===== config.mk =====
export PLATFORM = sky130hd
export DESIGN_NAME = result_regfile
export DESIGN_NICKNAME = d
export VERILOG_FILES = /design/src/logic/core_pkg.sv /design/src/logic/result_regfile.sv
export SDC_FILE = /design/constraint.sdc
export NUM_CORES = 2
export LEC_CHECK = 0
export BUFFER_PORTS_ARGS = -buffer_cell sky130_fd_sc_hd__clkbuf_2
export CORE_UTILIZATION = 29
export CTS_BUF_LIST = sky130_fd_sc_hd__clkbuf_4
export DETAILED_ROUTE_END_ITERATION = 10
export PLACE_DENSITY = 0.5
export RECOVER_POWER = 100
export SETUP_SLACK_MARGIN = 0.1
export SYNTH_ARGS = -nofsm -noshare
export SYNTH_HDL_FRONTEND = slang
export SYNTH_SLANG_ARGS = --single-unit

===== constraint.sdc =====
create_clock -name clock_i -period 4.2 [get_ports clock_i]
set_input_delay 0.42 -clock clock_i [delete_from_list [all_inputs] [get_ports clock_i]]
set_output_delay 0.42 -clock clock_i [all_outputs]
set_load 0.01 [all_outputs]

===== src/logic/core_pkg.sv =====
package core_pkg;

    localparam int XLEN        = 32;
    localparam int REG_ADDR_W  = 5;
    localparam int NUM_REGS    = 1 << REG_ADDR_W;
    localparam int FETCH_W     = 64;
    localparam int FETCH_STEP  = 8;
    localparam int FETCH_LSB   = $clog2(FETCH_STEP);
    localparam int IMEM_ADDR_W = 10;

    localparam logic [6:0] OPC_OP     = 7'b0110011;
    localparam logic [6:0] OPC_OP_IMM = 7'b0010011;
    localparam logic [6:0] OPC_LUI    = 7'b0110111;

    localparam logic [2:0] F3_ADD  = 3'b000;
    localparam logic [2:0] F3_SLL  = 3'b001;
    localparam logic [2:0] F3_SLT  = 3'b010;
    localparam logic [2:0] F3_SLTU = 3'b011;
    localparam logic [2:0] F3_XOR  = 3'b100;
    localparam logic [2:0] F3_SR   = 3'b101;
    localparam logic [2:0] F3_OR   = 3'b110;
    localparam logic [2:0] F3_AND  = 3'b111;

    localparam logic [6:0] F7_BASE = 7'b0000000;
    // sub and sra
    localparam logic [6:0] F7_ALT  = 7'b0100000;

    typedef enum logic [3:0] {
        ALU_ADD, ALU_SUB, ALU_AND, ALU_OR, ALU_XOR,
        ALU_SLL, ALU_SRL, ALU_SRA, ALU_SLT, ALU_SLTU
    } alu_op_e;

    typedef union packed {
        struct packed {
            logic [6:0]            funct7;
            logic [REG_ADDR_W-1:0] rs2;
            logic [REG_ADDR_W-1:0] rs1;
            logic [2:0]            funct3;
            logic [REG_ADDR_W-1:0] rd;
            logic [6:0]            opcode;
        } r;
        struct packed {
            logic [11:0]           imm12;
            logic [REG_ADDR_W-1:0] rs1;
            logic [2:0]            funct3;
            logic [REG_ADDR_W-1:0] rd;
            logic [6:0]            opcode;
        } i;
        struct packed {
            logic [19:0]           imm20;
            logic [REG_ADDR_W-1:0] rd;
            logic [6:0]            opcode;
        } u;
    } inst_u;

    typedef struct packed {
        logic                  valid;
        alu_op_e               alu_op;
        logic [REG_ADDR_W-1:0] rs1;
        logic [REG_ADDR_W-1:0] rs2;
        logic                  use_rs1;
        logic                  use_rs2;
        logic                  use_imm;
        logic [REG_ADDR_W-1:0] rd;
        logic [XLEN-1:0]       imm;
    } dec_lane_t;

    typedef struct packed {
        logic                  valid;
        logic [REG_ADDR_W-1:0] rd;
        logic [XLEN-1:0]       value;
    } exec_lane_t;

endpackage

===== src/logic/result_regfile.sv =====
`timescale 1ns/1ps

module result_regfile import core_pkg::*; (
    input  logic                        clock_i,
    input  logic                        rst_n_i,
    input  exec_lane_t                  exe_0_i,
    input  exec_lane_t                  exe_1_i,
    input  logic [3:0][REG_ADDR_W-1:0]  rs_addr_i,
    output logic [3:0][XLEN-1:0]        rs_data_o,
    output exec_lane_t                  res_0_o,
    output exec_lane_t                  res_1_o
);

    logic [XLEN-1:0] rf_q [NUM_REGS];
    exec_lane_t      res_q [2];
    logic [1:0]      valid_q;

    always_ff @(posedge clock_i or negedge rst_n_i) begin
        if (!rst_n_i) begin
            valid_q <= '0;
        end else begin
            valid_q <= {exe_1_i.valid, exe_0_i.valid};
        end
    end

    always_ff @(posedge clock_i) begin
        res_q[0] <= exe_0_i;
        res_q[1] <= exe_1_i;
    end

    always_comb begin
        res_0_o       = res_q[0];
        res_0_o.valid = valid_q[0];
        res_1_o       = res_q[1];
        res_1_o.valid = valid_q[1];
    end

    // lane 1 written last so it wins on the same rd
    always_ff @(posedge clock_i) begin
        if (res_0_o.valid && res_0_o.rd != '0) begin
            rf_q[res_0_o.rd] <= res_0_o.value;
        end
        if (res_1_o.valid && res_1_o.rd != '0) begin
            rf_q[res_1_o.rd] <= res_1_o.value;
        end
    end

    always_comb begin
        for (int k = 0; k < 4; k++) begin
            rs_data_o[k] = (rs_addr_i[k] == '0) ? '0 : rf_q[rs_addr_i[k]];
        end
    end

    a_x0_untouched: assert property (@(posedge clock_i) disable iff (!rst_n_i)
        ((res_0_o.valid && res_0_o.rd == '0) || (res_1_o.valid && res_1_o.rd == '0))
        |=> rf_q[0] === $past(rf_q[0]));

endmodule


==> run_results.csv <==
group,metric,value,unit
sta,measured_slew_at_the_worst_slew_check_pin,2.833,ns
die,fp.coreArea,268900,sq um
sta,finalHoldViolations,0,
grt,grt_first_pass_wirelength,510600,um
detailed_routing,drtIter0Drc,8495,
synth,yosys.cell_types.count,45,
cells_and_area,fin_nets,5730,
synth,netlist_instances,5170,
worst_setup_path,setup.worst_path.start,"res_q[0][74]",
detailed_routing,drtAntennaViolNets,0,
cells_and_area,layout.filler_cells,26340,
synth,postSynthAreaPerCell,15.21,sq um
clock_network,worst_skew_pair.late_latency,1.42,ns
clock_network,post_cts.repair.setup_buffers,0,
power_and_ir_drop,design_power_total,29560,uW
worst_setup_path,sort_of_element_at_the_start_of_the_critical_path,"flop",
clock_network,clock-root-buffer,"clkbuf_4",
synth,synth-edff-count,1024,
detailed_routing,detail_route.first_pass.iterations,5,
synth,yosysSeqAreaShare,41.04,%
die,rows,190,
synth,ys_warn_count,0,
place,detailed_place.area,85370,sq um
power_and_ir_drop,total_leakage_power,0.02945,uW
place,place.gp.congestion,0.9060,
die,boundary_pins,302,
grt,antenna_found_initial,28,
clock_network,max-clock-path-buffers,4,
synth,ys_seq_elements,1100,
cells_and_area,layout.cells.most_common_list,"edfxtp_1, mux4_2, mux2_2, clkbuf_4, mux2_1",
synth,ys.flop_type,"edfxtp_1",
worst_setup_path,data_required_time_at_the_worst_endpoint,5.14,ns
clock_network,numClockSinks,1100,
grt,grt_start_max_net_pins,70,
clock_network,tritoncts.num_buffers,348,
cells_and_area,drive_gt1_share,45.78,%
sta,fin_skew,0.1053,ns
worst_hold_path,worst_hold_path_type,"primary input to flop",
worst_hold_path,worst_hold_startpoint,"exe_1_i[13]",
sta,crit_share_post_route,98.92,%
die,die-area,273300,sq um
place,dp.final_hpwl,232700,um
grt,grt.overflow.total,0,
worst_setup_path,r2r_start,"res_q[0][74]",
synth,post_synth_fa_ha_maj_area_fraction,0,%
die,initial_core_util,29.25,%
worst_setup_path,path_class,"flop to flop",
detailed_routing,postRouteWirelength,381500,um
synth,yosys-mux-area-fraction,44.95,%
outcome,failed_checks,"capacitance limit, slew limit",
detailed_routing,drt_drc_violations_left,0,
power_and_ir_drop,worst_ir_drop_vdd,221.6,uV
outcome,outcome,"complete, but fails checks",
power_and_ir_drop,cellPowerDensity,327.3,nW/um^2
grt,grt_usage,27.24,%
synth,synth_top_family_by_area,"multiplexers",
detailed_routing,drt-vias-per-instance,6.413,
cells_and_area,mostFrequentLayoutCell,"edfxtp_1",
worst_setup_path,worstPathMaxFanout,25,
synth,yosys.area_share.xor_xnor,0,%
sta,finalSetupViolations,0,
detailed_routing,detail_route.wl_per_cell,40.37,um
flow_run,cap_violations,69,
sta,setup_repair_after_global_routing_missed_its_margin,"no",
die,dieWidth,522.8,um
cells_and_area,finalInstanceArea,90310,sq um
cells_and_area,flow.area_growth_from_synthesis,14.82,%
synth,ys_async_sr_fraction,0.1818,%
synth,synth_compound_gate_area_share,6.930,%
worst_setup_path,endpoint_arrival_time_on_the_critical_path,5.09,ns
clock_network,cts-htree-levels,5,
sta,min_tclk_post_route,4.155,ns
sta,final_max_slew_viol_count,1622,
die,dieHeight,522.8,um
detailed_routing,vias,60610,
place,buffer_ports.inserted,301,
sta,fin_setup_tns,0,ns
sta,max_freq,240.7,MHz
clock_network,cts_tree,"yes",
sta,slew-limit-headroom,-90.88,%
grt,via_count_of_the_first_global_routing_pass,59560,
synth,post_synth_and_or_nand_nor_area_fraction,2.187,%
clock_network,worst_setup_hold_path_clk_slew,0.06,ns
synth,post_synth_instance_area,78650,sq um
worst_setup_path,cp-end-kind,"flop",
==> layout make-up <==
type	count	area [sq um]	area share, %
clock buffer	497	3731	4.132
clock inverter	110	643.1	0.7122
antenna	10	25.02	0.02771
tap	3552	4444	4.921
inverter	4	25.02	0.02771
sequential	1100	32280	35.75
timing repair buffer	813	6210	6.876
multi-input combinational	3365	42950	47.56
==> power breakdown <==
part / total (uW) / switching [uW] / internal [uW] / leakage [uW]
logic: 5420 / 3100 / 2330 / 0.0169
registers: 12700 / 441 / 12300 / 0.00992
clock network: 11400 / 5650 / 5740 / 0.00260
total: 29600 / 9180 / 20400 / 0.0295
==> critical path: stages, from the launching register on <==
cell,delay (ns)
dfxtp_1,0.63
nand3b_1,0.53
o22ai_1,1.53
clkbuf_4,1.01
==> metrics by stage <==
| stage | setup slack, ns | hold WS, ns | cells | util, % |
|---|---|---|---|---|
| final | 0.04534 | 0.1959 | 9451 | 33.59 |
| after global routing | 0.05544 | 0.1787 | 9447 | 33.58 |
| after CTS | 0.1043 | 0.05052 | 9441 | 33.97 |
| after detailed placement | 0.2986 | 0.2100 | 8679 | 31.75 |
| after global placement | 0.2810 | 0.2103 | 8679 | 31.75 |
| after floorplan | 0.6304 | 0.1244 | 5201 | - |
==> Yosys cell counts (88+ instances only) <==
cell type	instances	area, sq um
a221oi_1	94	823.3
mux2i_1	256	2562
nor2b_1	135	844.6
a22oi_1	128	960.9
edfxtp_1	1024	30750
buf_2	206	1031
a311oi_1	128	1121
mux4_2	896	20180
mux2_1	387	4358
o21ai_1	180	900.9
mux2_2	733	8254
buf_4	119	893.4
clkbuf_1	354	1329
nand2_1	88	330.3
a211oi_1	128	960.9
==> state kept, by name, indices dropped and copies added (netlist names) <==
| signal | count |
|---|---|
| rf_q | 1024 |
| valid_q | 2 |
| res_q | 74 |
==> layer usage <==
metal	vias up	global-route usage, %	part of all wire, %
li1	22890	-	-
met1	31760	34.16	37
met2	4818	41.55	44
met3	1130	8.358	12
met4	18	15.59	6.5
met5	-	0	0.031
==> timing repair <==
action | in CTS | in global routing
endpoints found under the hold margin | 78 | 0
hold buffers | 155 | 0
resized for setup | 8 | 5
setup endpoints to repair | 8 | 5
==> kinds of logic after synthesis <==
| group | Yosys count |
|---|---|
| AO/OA/AOI/OAI | 765 |
| buffers and inverters | 736 |
| flip-flops | 1100 |
| multiplexers | 2272 |
| other | 1 |
| AND/OR/NAND/NOR | 296 |
==> path summary, 6_finish.rpt <==
check,to,slack [ns],cells after the start
min,res_q[0][51],0.20,3
max in group asynchronous,valid_q[0],3.60,4
max reg2reg,rf_q[27][18],0.05,3
max,rf_q[27][18],0.05,3
min in group asynchronous,valid_q[1],0.48,4
min reg2reg,rf_q[24][7],0.91,2
Note: power is estimated with default switching activity, not from simulation.
