===== src/logic/core_pkg.sv =====
package core_pkg;

    localparam int XLEN        = 32;
    localparam int REG_ADDR_W  = 5;
    localparam int NUM_REGS    = 1 << REG_ADDR_W;
    localparam int FETCH_W     = 64;
    localparam int FETCH_STEP  = 8;
    localparam int FETCH_LSB   = $clog2(FETCH_STEP);
    localparam int IMEM_ADDR_W = 10;

    localparam logic [6:0] OPC_OP     = 7'b0110011;
    localparam logic [6:0] OPC_OP_IMM = 7'b0010011;
    localparam logic [6:0] OPC_LUI    = 7'b0110111;

    localparam logic [2:0] F3_ADD  = 3'b000;
    localparam logic [2:0] F3_SLL  = 3'b001;
    localparam logic [2:0] F3_SLT  = 3'b010;
    localparam logic [2:0] F3_SLTU = 3'b011;
    localparam logic [2:0] F3_XOR  = 3'b100;
    localparam logic [2:0] F3_SR   = 3'b101;
    localparam logic [2:0] F3_OR   = 3'b110;
    localparam logic [2:0] F3_AND  = 3'b111;

    localparam logic [6:0] F7_BASE = 7'b0000000;
    // sub and sra
    localparam logic [6:0] F7_ALT  = 7'b0100000;

    typedef enum logic [3:0] {
        ALU_ADD, ALU_SUB, ALU_AND, ALU_OR, ALU_XOR,
        ALU_SLL, ALU_SRL, ALU_SRA, ALU_SLT, ALU_SLTU
    } alu_op_e;

    typedef union packed {
        struct packed {
            logic [6:0]            funct7;
            logic [REG_ADDR_W-1:0] rs2;
            logic [REG_ADDR_W-1:0] rs1;
            logic [2:0]            funct3;
            logic [REG_ADDR_W-1:0] rd;
            logic [6:0]            opcode;
        } r;
        struct packed {
            logic [11:0]           imm12;
            logic [REG_ADDR_W-1:0] rs1;
            logic [2:0]            funct3;
            logic [REG_ADDR_W-1:0] rd;
            logic [6:0]            opcode;
        } i;
        struct packed {
            logic [19:0]           imm20;
            logic [REG_ADDR_W-1:0] rd;
            logic [6:0]            opcode;
        } u;
    } inst_u;

    typedef struct packed {
        logic                  valid;
        alu_op_e               alu_op;
        logic [REG_ADDR_W-1:0] rs1;
        logic [REG_ADDR_W-1:0] rs2;
        logic                  use_rs1;
        logic                  use_rs2;
        logic                  use_imm;
        logic [REG_ADDR_W-1:0] rd;
        logic [XLEN-1:0]       imm;
    } dec_lane_t;

    typedef struct packed {
        logic                  valid;
        logic [REG_ADDR_W-1:0] rd;
        logic [XLEN-1:0]       value;
    } exec_lane_t;

endpackage

===== src/logic/inst_decode.sv =====
`timescale 1ns/1ps

module inst_decode import core_pkg::*; (
    input  logic                clock_i,
    input  logic                rst_n_i,
    input  logic                fetch_valid_i,
    input  logic [FETCH_W-1:0]  data_i,
    output dec_lane_t           dec_0_o,
    output dec_lane_t           dec_1_o
);

    inst_u [1:0] words;
    dec_lane_t   dec_d [2];
    dec_lane_t   dec_q [2];
    logic [1:0]  valid_q;

    function automatic alu_op_e alu_op_for(input logic [2:0] funct3, input logic alt);
        alu_op_e op;
        case (funct3)
            F3_ADD:  op = alt ? ALU_SUB : ALU_ADD;
            F3_SLL:  op = ALU_SLL;
            F3_SLT:  op = ALU_SLT;
            F3_SLTU: op = ALU_SLTU;
            F3_XOR:  op = ALU_XOR;
            F3_SR:   op = alt ? ALU_SRA : ALU_SRL;
            F3_OR:   op = ALU_OR;
            default: op = ALU_AND;
        endcase
        return op;
    endfunction

    function automatic dec_lane_t decode_lane(input inst_u word, input logic live);
        dec_lane_t d;
        logic      alt;
        logic      legal;
        d        = '0;
        alt      = (word.r.funct7 == F7_ALT);
        legal    = 1'b0;
        d.rs1    = word.r.rs1;
        d.rs2    = word.r.rs2;
        d.rd     = word.r.rd;
        d.alu_op = alu_op_for(word.r.funct3, alt);
        case (word.r.opcode)
            OPC_OP: begin
                d.use_rs1 = 1'b1;
                d.use_rs2 = 1'b1;
                legal = (word.r.funct7 == F7_BASE) ||
                        (alt && (word.r.funct3 == F3_ADD || word.r.funct3 == F3_SR));
            end
            OPC_OP_IMM: begin
                d.use_rs1 = 1'b1;
                d.use_imm = 1'b1;
                d.imm     = XLEN'($signed(word.i.imm12));
                case (word.i.funct3)
                    F3_SLL: legal = (word.r.funct7 == F7_BASE);
                    F3_SR:  legal = (word.r.funct7 == F7_BASE) || alt;
                    default: begin
                        // upper imm bits are not a funct7 here
                        legal    = 1'b1;
                        d.alu_op = alu_op_for(word.i.funct3, 1'b0);
                    end
                endcase
            end
            OPC_LUI: begin
                d.use_imm = 1'b1;
                d.imm     = {word.u.imm20, 12'b0};
                d.alu_op  = ALU_ADD;
                legal     = 1'b1;
            end
            default: legal = 1'b0;
        endcase
        d.valid = live && legal;
        return d;
    endfunction

    // lane 0 is the low half and the older instruction
    assign words = data_i;

    always_comb begin
        dec_d[0] = decode_lane(words[0], fetch_valid_i);
        dec_d[1] = decode_lane(words[1], fetch_valid_i);
    end

    always_ff @(posedge clock_i or negedge rst_n_i) begin
        if (!rst_n_i) begin
            valid_q <= '0;
        end else begin
            valid_q <= {dec_d[1].valid, dec_d[0].valid};
        end
    end

    always_ff @(posedge clock_i) begin
        dec_q <= dec_d;
    end

    always_comb begin
        dec_0_o       = dec_q[0];
        dec_0_o.valid = valid_q[0];
        dec_1_o       = dec_q[1];
        dec_1_o.valid = valid_q[1];
    end

    a_imm_xor_rs2: assert property (@(posedge clock_i) disable iff (!rst_n_i)
        !(dec_0_o.valid && dec_0_o.use_imm && dec_0_o.use_rs2) &&
        !(dec_1_o.valid && dec_1_o.use_imm && dec_1_o.use_rs2));

endmodule


===== config.mk =====
export PLATFORM = sky130hd
export DESIGN_NAME = inst_decode
export DESIGN_NICKNAME = d
export VERILOG_FILES = /design/src/logic/core_pkg.sv /design/src/logic/inst_decode.sv
export SDC_FILE = /design/constraint.sdc
export NUM_CORES = 1
export LEC_CHECK = 0
export BUFFER_PORTS_ARGS = -buffer_cell sky130_fd_sc_hd__buf_2
export CORE_MARGIN = 2
export CORE_UTILIZATION = 32
export DETAILED_ROUTE_END_ITERATION = 12
export GPL_TIMING_DRIVEN = 1
export PLACE_DENSITY = 0.63
export SYNTH_ARGS = -nofsm -noshare
export SYNTH_HDL_FRONTEND = slang
export SYNTH_SLANG_ARGS = --single-unit

===== constraint.sdc =====
create_clock -name clock_i -period 0.8 [get_ports clock_i]
set_input_delay 0.04 -clock clock_i [delete_from_list [all_inputs] [get_ports clock_i]]
set_output_delay 0.04 -clock clock_i [all_outputs]
set_load 0.02 [all_outputs]

==> summary.md, run 1 <==
| Metric | Value |
|---|---|
| Sequential-to-total area share from yosys stat | 71.35% |
| Reg clk slew, reported paths | 0.10 ns |
| Width of the chip | 102.4 um |
| Critical path, cell by cell | buf_6, or4_4, nor3_4, a2111oi_1, a2111oi_1 |
| Overflow after GRT | 0 |
| Die area | 10490 um2 |
| Data required time at the worst endpoint | 1.03 ns |
| Type of origin of the critical path | primary input |
| Setup ws final | -0.3192 ns |
| Maximum clock rate | 893.5 MHz |
| Syn Std Cell Area | 3100 um2 |
| Pin count of the biggest net entering global routing | 22 |
| Setup repair after global routing missed its margin | true |
| Failing checks | negative hold slack, negative setup slack |
| Tot GR Track Use | 18.79% |
| Worst-Margin Slew | 0.3709 ns |
| Count of input and output buffers | 176 |
| Post-Syn Area per Cell | 12.55 um2 |
| Final Hold Fails | 1 |
| Die height | 102.4 um |
| Non-filler cells, final | 652 |
| Final period demand of the worst path | 1.119 ns |
| Final Slew Violations | 0 |
| Async set-reset flop share out of synthesis | 1.818% |
| Critical-path maximum fanout | 3 |
| Maximum level of the CTS H-tree | 3 |
| Global-route wire length before repair | 15240 um |
| Clock tree from TritonCTS | done |
| Worst path buffer plus inverter count | 1 |
| Number of buffers inserted by hold repair at cts | 51 |
| Number of distinct library cell variants in the gate-level netlist after synthesis | 33 |
| Worst Setup SP | data_i[25] |
| Drt pass-1 iters | 4 |
| DRT iter0 DRCs | 41 |
| Worst voltage drop across the vdd grid | 1.166 mV |
| Core Region | 9328 um2 |
| Via count of the first global-routing pass | 3057 |
| Cell count after placement | 579 |
| Main synth FF type | sky130_fd_sc_hd__dfxtp_1 |
| Setup-violating endpoint count in the final report | 126 |
| Worst slew slack as a fraction of its limit | 75.21% |
| Wirelength, routed | 10360 um |
| Max-cap violations | 0 |
| Root Driver | sky130_fd_sc_hd__clkbuf_8 |
| Most common cell on crit path | sky130_fd_sc_hd__a2111oi_1 |
| Worst min-delay path category | in2reg |
| Initial Utilization | 33.24% |
| N_diodes | 0 |
| FILL cells | 681 |
| Critical path's top delay family | simple AND/OR/NAND/NOR gates |
| Biggest cell delay along the critical path | 0.54 ns |
| Static Leakage | 3.109 nW |
| Critical path start-end classification | in2reg |
| EDFF count, synth | 0 |
| Synthesis-to-finish area growth | 97.22% |
| Design Power | 0.009973 W |
| Net count of the finished layout | 586 |
| Total of warnings raised by yosys | 0 |
| Layout cells sized above 1 | 70.94% |
| DRC | 0 |
| Hold Path Origin | data_i[34] |
| Critical Path Sink Type | register |
| Syn nets | 314 |
| Fin crit share | 139.9% |
| Accumulated negative setup slack | -6.053 ns |
| Vias per cell | 4.436 |
| Antenna violations before repair | 0 |
| Total number of vias | 2892 |
| Smallest hold slack | -0.0001143 ns |
| CTS max path bufs | 2 |
| TritonCTS sink count | 110 |
| PD cells | 1631 nW/um2 |
| Placed cell areas | 4483 um2 |
| Data arrival time of the critical path | 1.34 ns |
| WL per Instance | 15.90 um |
| Cell row count | 35 |
| Post-synthesis register bit count | 110 |
| Post-route cell area | 6115 um2 |
| Top Ports | 177 |
| Routability Congestion | 0.7802 |
| Standard cell with the maximum stage delay on the critical path | sky130_fd_sc_hd__or4_4 |
| CTS Buf Count | 9 |
| Antenna Nets Post-Route | 0 |
| Detailed placer's ending HPWL | 5966 um |
| Number of cells produced by synthesis | 247 |
| Outcome | complete, but fails checks |
-- stage by stage --
stage / utilization, % / setup slack, ns / hold slack (ns)
2_1_floorplan: - / -0.4769 / -0.2556
3_3_place_gp: 48.06 / -0.6915 / -0.1621
3_5_place_dp: 48.06 / -0.7417 / -0.1666
4_1_cts: 64.78 / -0.3122 / -0.007700
5_1_grt: 65.55 / -0.3681 / -0.002549
6_report: 65.55 / -0.3192 / -0.0001143
-- layer usage --
| metal | part of all wire (%) | global-route usage (%) |
|---|---|---|
| met2 | 51 | 33.43 |
| met3 | 8.2 | 5.814 |
| met4 | 1.6 | 6.564 |
| met5 | 0 | 0 |
| met1 | 39 | 21.22 |
-- registers in the layout, summed over array words and instances, names as in the netlist --
register  cells
valid_q       2
dec_1_o      54
dec_0_o      54
-- cell families after synthesis --
kind of cell | synth area share (%)
DFF | 71.35
and+or+nand+nor | 13.72
AOI/OAI and AO/OA | 12.91
buffers and inverters | 2.018
-- worst paths after layout --
kind | end | cells after the start
setup / recovery | valid_q[0]$_DFF_PN0_ | 5
hold / removal | dec_1_o[39]$_DFF_P_ | 3
max in group asynchronous | valid_q[1]$_DFF_PN0_ | 3
min in group asynchronous | valid_q[0]$_DFF_PN0_ | 3
-- where the power goes --
group	internal (W)	switching [W]
Sequential	0.00563	0.0000652
Combinational	0.000688	0.000512
Clock	0.00118	0.00190
Total	0.00749	0.00248
-- what timing repair did --
item	CTS	global route
hold endpoints to repair	89	2
endpoints found under the setup margin	114	155
setup buffers	1	3
pin swaps	2	5
resized for setup	336	11
cloned	0	4
-- cell usage in the layout, fill, tap and decap left out, types with 2 or more instances in the layout --
cell type,n
sky130_fd_sc_hd__buf_6,116
sky130_fd_sc_hd__dfxtp_2,108
sky130_fd_sc_hd__buf_2,61
sky130_fd_sc_hd__dlygate4sd3_1,49
sky130_fd_sc_hd__buf_4,39
sky130_fd_sc_hd__a21o_1,38
sky130_fd_sc_hd__and2_1,24
sky130_fd_sc_hd__clkbuf_8,9
sky130_fd_sc_hd__nand2_1,7
sky130_fd_sc_hd__and2_4,7
sky130_fd_sc_hd__nor2_1,6
sky130_fd_sc_hd__inv_1,5
sky130_fd_sc_hd__nor3_2,4
sky130_fd_sc_hd__nor3_4,3
sky130_fd_sc_hd__o21ai_0,3
sky130_fd_sc_hd__inv_6,3
sky130_fd_sc_hd__or4_4,2
sky130_fd_sc_hd__nand3b_1,2
sky130_fd_sc_hd__a21oi_1,2
sky130_fd_sc_hd__a31o_2,2
sky130_fd_sc_hd__a211oi_2,2
sky130_fd_sc_hd__a31oi_1,2
sky130_fd_sc_hd__a2111oi_1,2
sky130_fd_sc_hd__buf_12,2
sky130_fd_sc_hd__dfrtp_1,2
-- synth_stat cells, types with 2 or more instances --
library cell,number,area (um2)
sky130_fd_sc_hd__a31o_2,2,17.52
sky130_fd_sc_hd__dfxtp_1,108,2162
sky130_fd_sc_hd__dfrtp_1,2,50.05
sky130_fd_sc_hd__o21ai_0,4,20.02
sky130_fd_sc_hd__clkbuf_1,9,33.78
sky130_fd_sc_hd__buf_2,2,10.01
sky130_fd_sc_hd__a21o_1,38,285.3
sky130_fd_sc_hd__or2_2,2,12.51
sky130_fd_sc_hd__a21oi_1,2,10.01
sky130_fd_sc_hd__a31oi_1,2,12.51
sky130_fd_sc_hd__and3_1,2,12.51
sky130_fd_sc_hd__nand2_1,7,26.28
sky130_fd_sc_hd__nand3b_1,2,15.01
sky130_fd_sc_hd__inv_1,5,18.77
sky130_fd_sc_hd__nor3_1,7,35.03
sky130_fd_sc_hd__nor2_1,7,26.28
sky130_fd_sc_hd__and2_1,27,168.9
sky130_fd_sc_hd__or4_1,2,15.01
sky130_fd_sc_hd__nor4_1,2,12.51
sky130_fd_sc_hd__a211oi_1,2,15.01
-- final cells by class --
cell class | count | area (um2) | area share, %
sequential | 110 | 2347 | 38.39
inverter | 5 | 18.77 | 0.3069
clock buffer | 9 | 123.9 | 2.026
clock inverter | 6 | 56.30 | 0.9208
tap | 129 | 161.4 | 2.640
timing repair buffer | 268 | 2447 | 40.02
multi-input combinational | 125 | 959.7 | 15.69
Power figures use the tool's default switching activity.
==> run 2: changes to the inputs <==
Settings changed: CTS_CLUSTER_SIZE from default to 40, SKIP_CTS_REPAIR_TIMING from default to 1.
==> summary.md, run 2 (synthesized netlist as in run 1, its figures left out) <==
| Metric | Value |
|---|---|
| Outcome | complete, but fails checks |
| Failing checks | negative setup slack |
| Core Region | 9328 um2 (unchanged) |
| Detailed placer's ending HPWL | 5966 um (unchanged) |
| Layout cells sized above 1 | 71.32% (+0.38 points) |
| Worst-Margin Slew | 0.3286 ns (-0.04231 ns) |
| Worst voltage drop across the vdd grid | 1.172 mV (+0.49%) |
| Data required time at the worst endpoint | 1.03 ns (about the same) |
| Overflow after GRT | 0 (unchanged) |
| Root Driver | sky130_fd_sc_hd__clkbuf_8 |
| Max-cap violations | 0 (unchanged) |
| Die height | 102.4 um (unchanged) |
| Tot GR Track Use | 14.61% (-4.2 points) |
| Via count of the first global-routing pass | 2526 (-17%) |
| Critical path's top delay family | simple AND/OR/NAND/NOR gates |
| Non-filler cells, final | 645 (-1.1%) |
| CTS max path bufs | 2 (unchanged) |
| Width of the chip | 102.4 um (unchanged) |
| Count of input and output buffers | 176 (unchanged) |
| Final period demand of the worst path | 1.108 ns (-0.01110 ns) |
| Net count of the finished layout | 579 (-1.2%) |
| Critical Path Sink Type | register |
| Initial Utilization | 33.24% (unchanged) |
| CTS Buf Count | 9 (unchanged) |
| Worst min-delay path category | in2reg |
| Maximum level of the CTS H-tree | 3 (unchanged) |
| PD cells | 1647 nW/um2 (+1.0%) |
| Critical-path maximum fanout | 3 (unchanged) |
| Biggest cell delay along the critical path | 0.54 ns (about the same) |
| DRC | 0 (unchanged) |
| Static Leakage | 3.069 nW (-1.3%) |
| Setup ws final | -0.3081 ns (+0.01110 ns) |
| Power share of the combinational group | 11.8% (-0.2 points) |
| Antenna Nets Post-Route | 0 (unchanged) |
| Hold depth | 3 (unchanged) |
| Post-route cell area | 6032 um2 (-1.4%) |
| Global-route wire length before repair | 12050 um (-21%) |
| Design Power | 0.009938 W (-0.36%) |
| Synthesis-to-finish area growth | 94.55% |
| Data arrival time of the critical path | 1.34 ns (about the same) |
| Pin count of the biggest net entering global routing | 22 (unchanged) |
| Standard cell with the maximum stage delay on the critical path | sky130_fd_sc_hd__or4_4 |
| Cell row count | 35 (unchanged) |
| Leading cell type in the layout, fill and taps excluded | sky130_fd_sc_hd__buf_6 |
| N_diodes | 0 (unchanged) |
| Antenna violations before repair | 0 (unchanged) |
| Worst path buffer plus inverter count | 1 (unchanged) |
| TritonCTS sink count | 110 (unchanged) |
| Clock network fraction of total power | 31.0% (about the same) |
| Worst slew slack as a fraction of its limit | 78.04% (+2.8 points) |
| Routability Congestion | 0.7802 (unchanged) |
| Final Hold Fails | 0 (-1) |
| Vias per cell | 4.488 (+1.2%) |
| P_int | 0.007467 W (-0.35%) |
| Total number of vias | 2895 (+0.10%) |
| Number of cells on the critical path | 5 (unchanged) |
| Fin crit share | 138.5% (-1.4 points) |
| Maximum clock rate | 902.5 MHz (+1.0%) |
| WL per Instance | 15.71 um (-1.2%) |
| Setup repair after global routing missed its margin | true |
| Setup Slack @ Placement | -0.7417 ns (unchanged) |
| Type of origin of the critical path | primary input |
| FILL cells | 694 (+1.9%) |
| Top Ports | 177 (unchanged) |
| Die area | 10490 um2 (unchanged) |
| DRT iter0 DRCs | 33 (-20%) |
| Final Slew Violations | 0 (unchanged) |
| Drt pass-1 iters | 4 (unchanged) |
| Critical path, cell by cell | buf_6, or4_4, nor3_4, a2111oi_2, a2111oi_1 |
| Setup-violating endpoint count in the final report | 145 (+15%) |
| Most frequent cells in the layout | sky130_fd_sc_hd__buf_6 (114), sky130_fd_sc_hd__dfxtp_2 (107), sky130_fd_sc_hd__buf_2 (61) |
| Smallest hold slack | 0.004455 ns (+0.004569 ns) |
| Cell count after placement | 579 (unchanged) |
| Switching power as a share of total power | 24.87% (about the same) |
| Clock tree from TritonCTS | done |
| Critical path start-end classification | in2reg |
| Placed cell areas | 4483 um2 (unchanged) |
| Wirelength, routed | 10130 um (-2.2%) |
| Reg clk slew, reported paths | 0.10 ns (about the same) |
| Switching pwr | 0.002471 W (-0.37%) |
| Sequential Power Share | 57.2% (about the same) |
[run 2: changes by cell type in the layout (fill, tap and decap cells not counted), sizes merged]
| cell | before | now |
|---|---|---|
| dlygate4sd3 | 49 | 44 |
| buf | 218 | 217 |
| dlymetal6s4s | 1 | 0 |
[run 2: cell type report]
| class | count | area, um2 | share of cell area (%) |
|---|---|---|---|
| Clock buffer | 9 | 123.9 | 2.054 |
| Clock inverter | 6 | 56.30 | 0.9334 |
| Sequential cell | 110 | 2346 | 38.89 |
| Tap cell | 129 | 161.4 | 2.676 |
| Multi-Input combinational cell | 125 | 955.9 | 15.85 |
| Timing Repair Buffer | 261 | 2370 | 39.29 |
| Inverter | 5 | 18.77 | 0.3111 |
[run 2: final timing paths]
check | slack [ns] | end | start
max | -0.31 | valid_q[0]$_DFF_PN0_ | data_i[25]
min | 0.004 | dec_0_o[38]$_DFF_P_ | data_i[2]
max in group asynchronous | 0.69 | valid_q[0]$_DFF_PN0_ | rst_n_i
min in group asynchronous | 0.01 | valid_q[1]$_DFF_PN0_ | rst_n_i
[run 2: metrics by stage]
stage	TNS, ns	util, %
final	-7.030	64.67
after global routing	-11.43	64.67
after CTS	-11.15	49.99
after detailed placement	-24.30	48.06
after global placement	-23.35	48.06
after floorplan	-8.544	-
[run 2: power by group through the flow]
stage	logic (W)	clock network, W	registers, W
after floorplan	0.000114	0	0.00593
after global placement	0.000786	0	0.00576
after detailed placement	0.000796	0	0.00576
after CTS	0.000798	0.00322	0.00563
after global routing	0.00124	0.00345	0.00570
final	0.00117	0.00308	0.00569
[run 2: per-layer routing]
layer  track usage, %  wire length (um)
met1            17.76              3915
met2            24.18              5053
met3            5.130               911
met4            4.821               251
met5                0                 0
==> run 3: changes to the inputs <==
Settings changed: GPL_TIMING_DRIVEN 1 to default, SKIP_LAST_GASP from default to 1.
==> summary.md, run 3 (synthesized netlist as in run 1, its figures left out) <==
| Metric | Value |
|---|---|
| Outcome | complete, but fails checks |
| Failing checks | negative setup slack |
| Clock network fraction of total power | 31.2% (+0.2 points) |
| Pin count of the biggest net entering global routing | 22 (unchanged) |
| Core Region | 9328 um2 (unchanged) |
| Type of origin of the critical path | primary input |
| Maximum clock rate | 897.8 MHz (-0.52%) |
| Sequential Power Share | 57.2% (about the same) |
| Setup ws final | -0.3139 ns (-0.005783 ns) |
| Setup repair after global routing missed its margin | true |
| Maximum level of the CTS H-tree | 3 (unchanged) |
| Accumulated negative setup slack | -7.070 ns (-0.04028 ns) |
| DRT iter0 DRCs | 48 (+45%) |
| Utilization after layout | 64.35% (-0.32 points) |
| WL per Instance | 15.73 um (+0.14%) |
| Cell row count | 35 (unchanged) |
| Via count of the first global-routing pass | 2526 (unchanged) |
| Power share of the combinational group | 11.6% (-0.2 points) |
| P_int | 0.007456 W (-0.14%) |
| Data required time at the worst endpoint | 1.03 ns (about the same) |
| TritonCTS sink count | 110 (unchanged) |
| Worst slew slack as a fraction of its limit | 78.04% (about the same) |
| Critical-path maximum fanout | 3 (unchanged) |
| Overflow after GRT | 0 (unchanged) |
| Non-filler cells, final | 644 (-0.16%) |
| Global-route wire length before repair | 12050 um (unchanged) |
| Worst-Margin Slew | 0.3286 ns (-0.000002265 ns) |
| Critical Path Sink Type | register |
| Net count of the finished layout | 578 (-0.17%) |
| Synthesis-to-finish area growth | 93.58% |
| Wirelength, routed | 10130 um (about the same) |
| CTS max path bufs | 2 (unchanged) |
| Switching power as a share of total power | 25.00% (+0.13 points) |
| N_diodes | 0 (unchanged) |
| Worst voltage drop across the vdd grid | 1.177 mV (+0.43%) |
| Clock tree from TritonCTS | done |
| Critical path start-end classification | in2reg |
| Width of the chip | 102.4 um (unchanged) |
| Root Driver | sky130_fd_sc_hd__clkbuf_8 |
| Initial Utilization | 33.24% (unchanged) |
| DRC | 0 (unchanged) |
| Antenna violations before repair | 0 (unchanged) |
| Detailed placer's ending HPWL | 5966 um (unchanged) |
| Die height | 102.4 um (unchanged) |
| Leading cell type in the layout, fill and taps excluded | sky130_fd_sc_hd__buf_6 |
| Vias per cell | 4.453 (-0.78%) |
| PD cells | 1656 nW/um2 (+0.53%) |
| Top Ports | 177 (unchanged) |
| Setup-violating endpoint count in the final report | 144 (-0.69%) |
| Total number of vias | 2868 (-0.93%) |
| Final period demand of the worst path | 1.114 ns (+0.005783 ns) |
| Antenna Nets Post-Route | 0 (unchanged) |
| Final Slew Violations | 0 (unchanged) |
| CTS Buf Count | 9 (unchanged) |
| Static Leakage | 3.058 nW (-0.36%) |
| Die area | 10490 um2 (unchanged) |
| Routability Congestion | 0.7802 (unchanged) |
| Final Hold Fails | 0 (unchanged) |
| Switching pwr | 0.002485 W (+0.55%) |
| Reg clk slew, reported paths | 0.10 ns (about the same) |
| Drt pass-1 iters | 4 (unchanged) |
| Fin crit share | 139.2% (+0.72 points) |
| Max-cap violations | 0 (unchanged) |
| Cell count after placement | 579 (unchanged) |
| Tot GR Track Use | 14.61% (unchanged) |
| Layout cells sized above 1 | 71.07% (-0.25 points) |
| Worst min-delay path category | in2reg |
| Count of input and output buffers | 176 (unchanged) |
| Data arrival time of the critical path | 1.34 ns (about the same) |
| Most frequent cells in the layout | sky130_fd_sc_hd__buf_6 (112), sky130_fd_sc_hd__dfxtp_2 (107), sky130_fd_sc_hd__buf_2 (63) |
## run 3: layout make-up
class / instances / area (um2)
timing repair buffer: 260 / 2347
sequential: 110 / 2346
fill: 708 / 3326
multi-input combinational: 125 / 948.4
tap: 129 / 161.4
clock buffer: 9 / 123.9
clock inverter: 6 / 56.30
inverter: 5 / 18.77
## run 3: worst max-delay path: stages
cell	delay [ns]
sky130_fd_sc_hd__buf_6	0.09
sky130_fd_sc_hd__or4_4	0.54
sky130_fd_sc_hd__nor3_4	0.22
sky130_fd_sc_hd__a2111oi_2	0.11
sky130_fd_sc_hd__a2111oi_1	0.34
## run 3: stage by stage
stage          hold WS, ns  total power (W)  setup WS [ns]  instance area (um2)
2_1_floorplan      -0.2556         0.006045        -0.4769                 3259
3_3_place_gp       -0.1621         0.006543        -0.6915                 4483
3_5_place_dp       -0.1666         0.006554        -0.7417                 4483
4_1_cts            -0.5622         0.009647        -0.3716                 4663
5_1_grt          -0.007536          0.01037        -0.3517                 6002
6_report         0.0004573         0.009941        -0.3139                 6002
## run 3: power by group through the flow
| stage | logic [W] | registers, W | clock network, W |
|---|---|---|---|
| after CTS | 0.000798 | 0.00563 | 0.00322 |
| after global routing | 0.00122 | 0.00570 | 0.00345 |
| after detailed placement | 0.000796 | 0.00576 | 0 |
| final | 0.00115 | 0.00569 | 0.00310 |
| after floorplan | 0.000114 | 0.00593 | 0 |
| after global placement | 0.000786 | 0.00576 | 0 |
## run 3: routing by layer
layer,up-vias,share of wire [%],global-route usage [%]
li1,1369,-,-
met1,1337,39,17.76
met2,141,50,24.18
met3,21,8.4,5.130
met4,0,2.1,4.821
met5,-,0,0
## run 3: final timing paths
path | start | to | depth (start not counted)
setup / recovery | data_i[25] | valid_q[0]$_DFF_PN0_ | 5
hold / removal | data_i[63] | dec_1_o[31]$_DFF_P_ | 2
max in group asynchronous | rst_n_i | valid_q[0]$_DFF_PN0_ | 2
min in group asynchronous | rst_n_i | valid_q[1]$_DFF_PN0_ | 2
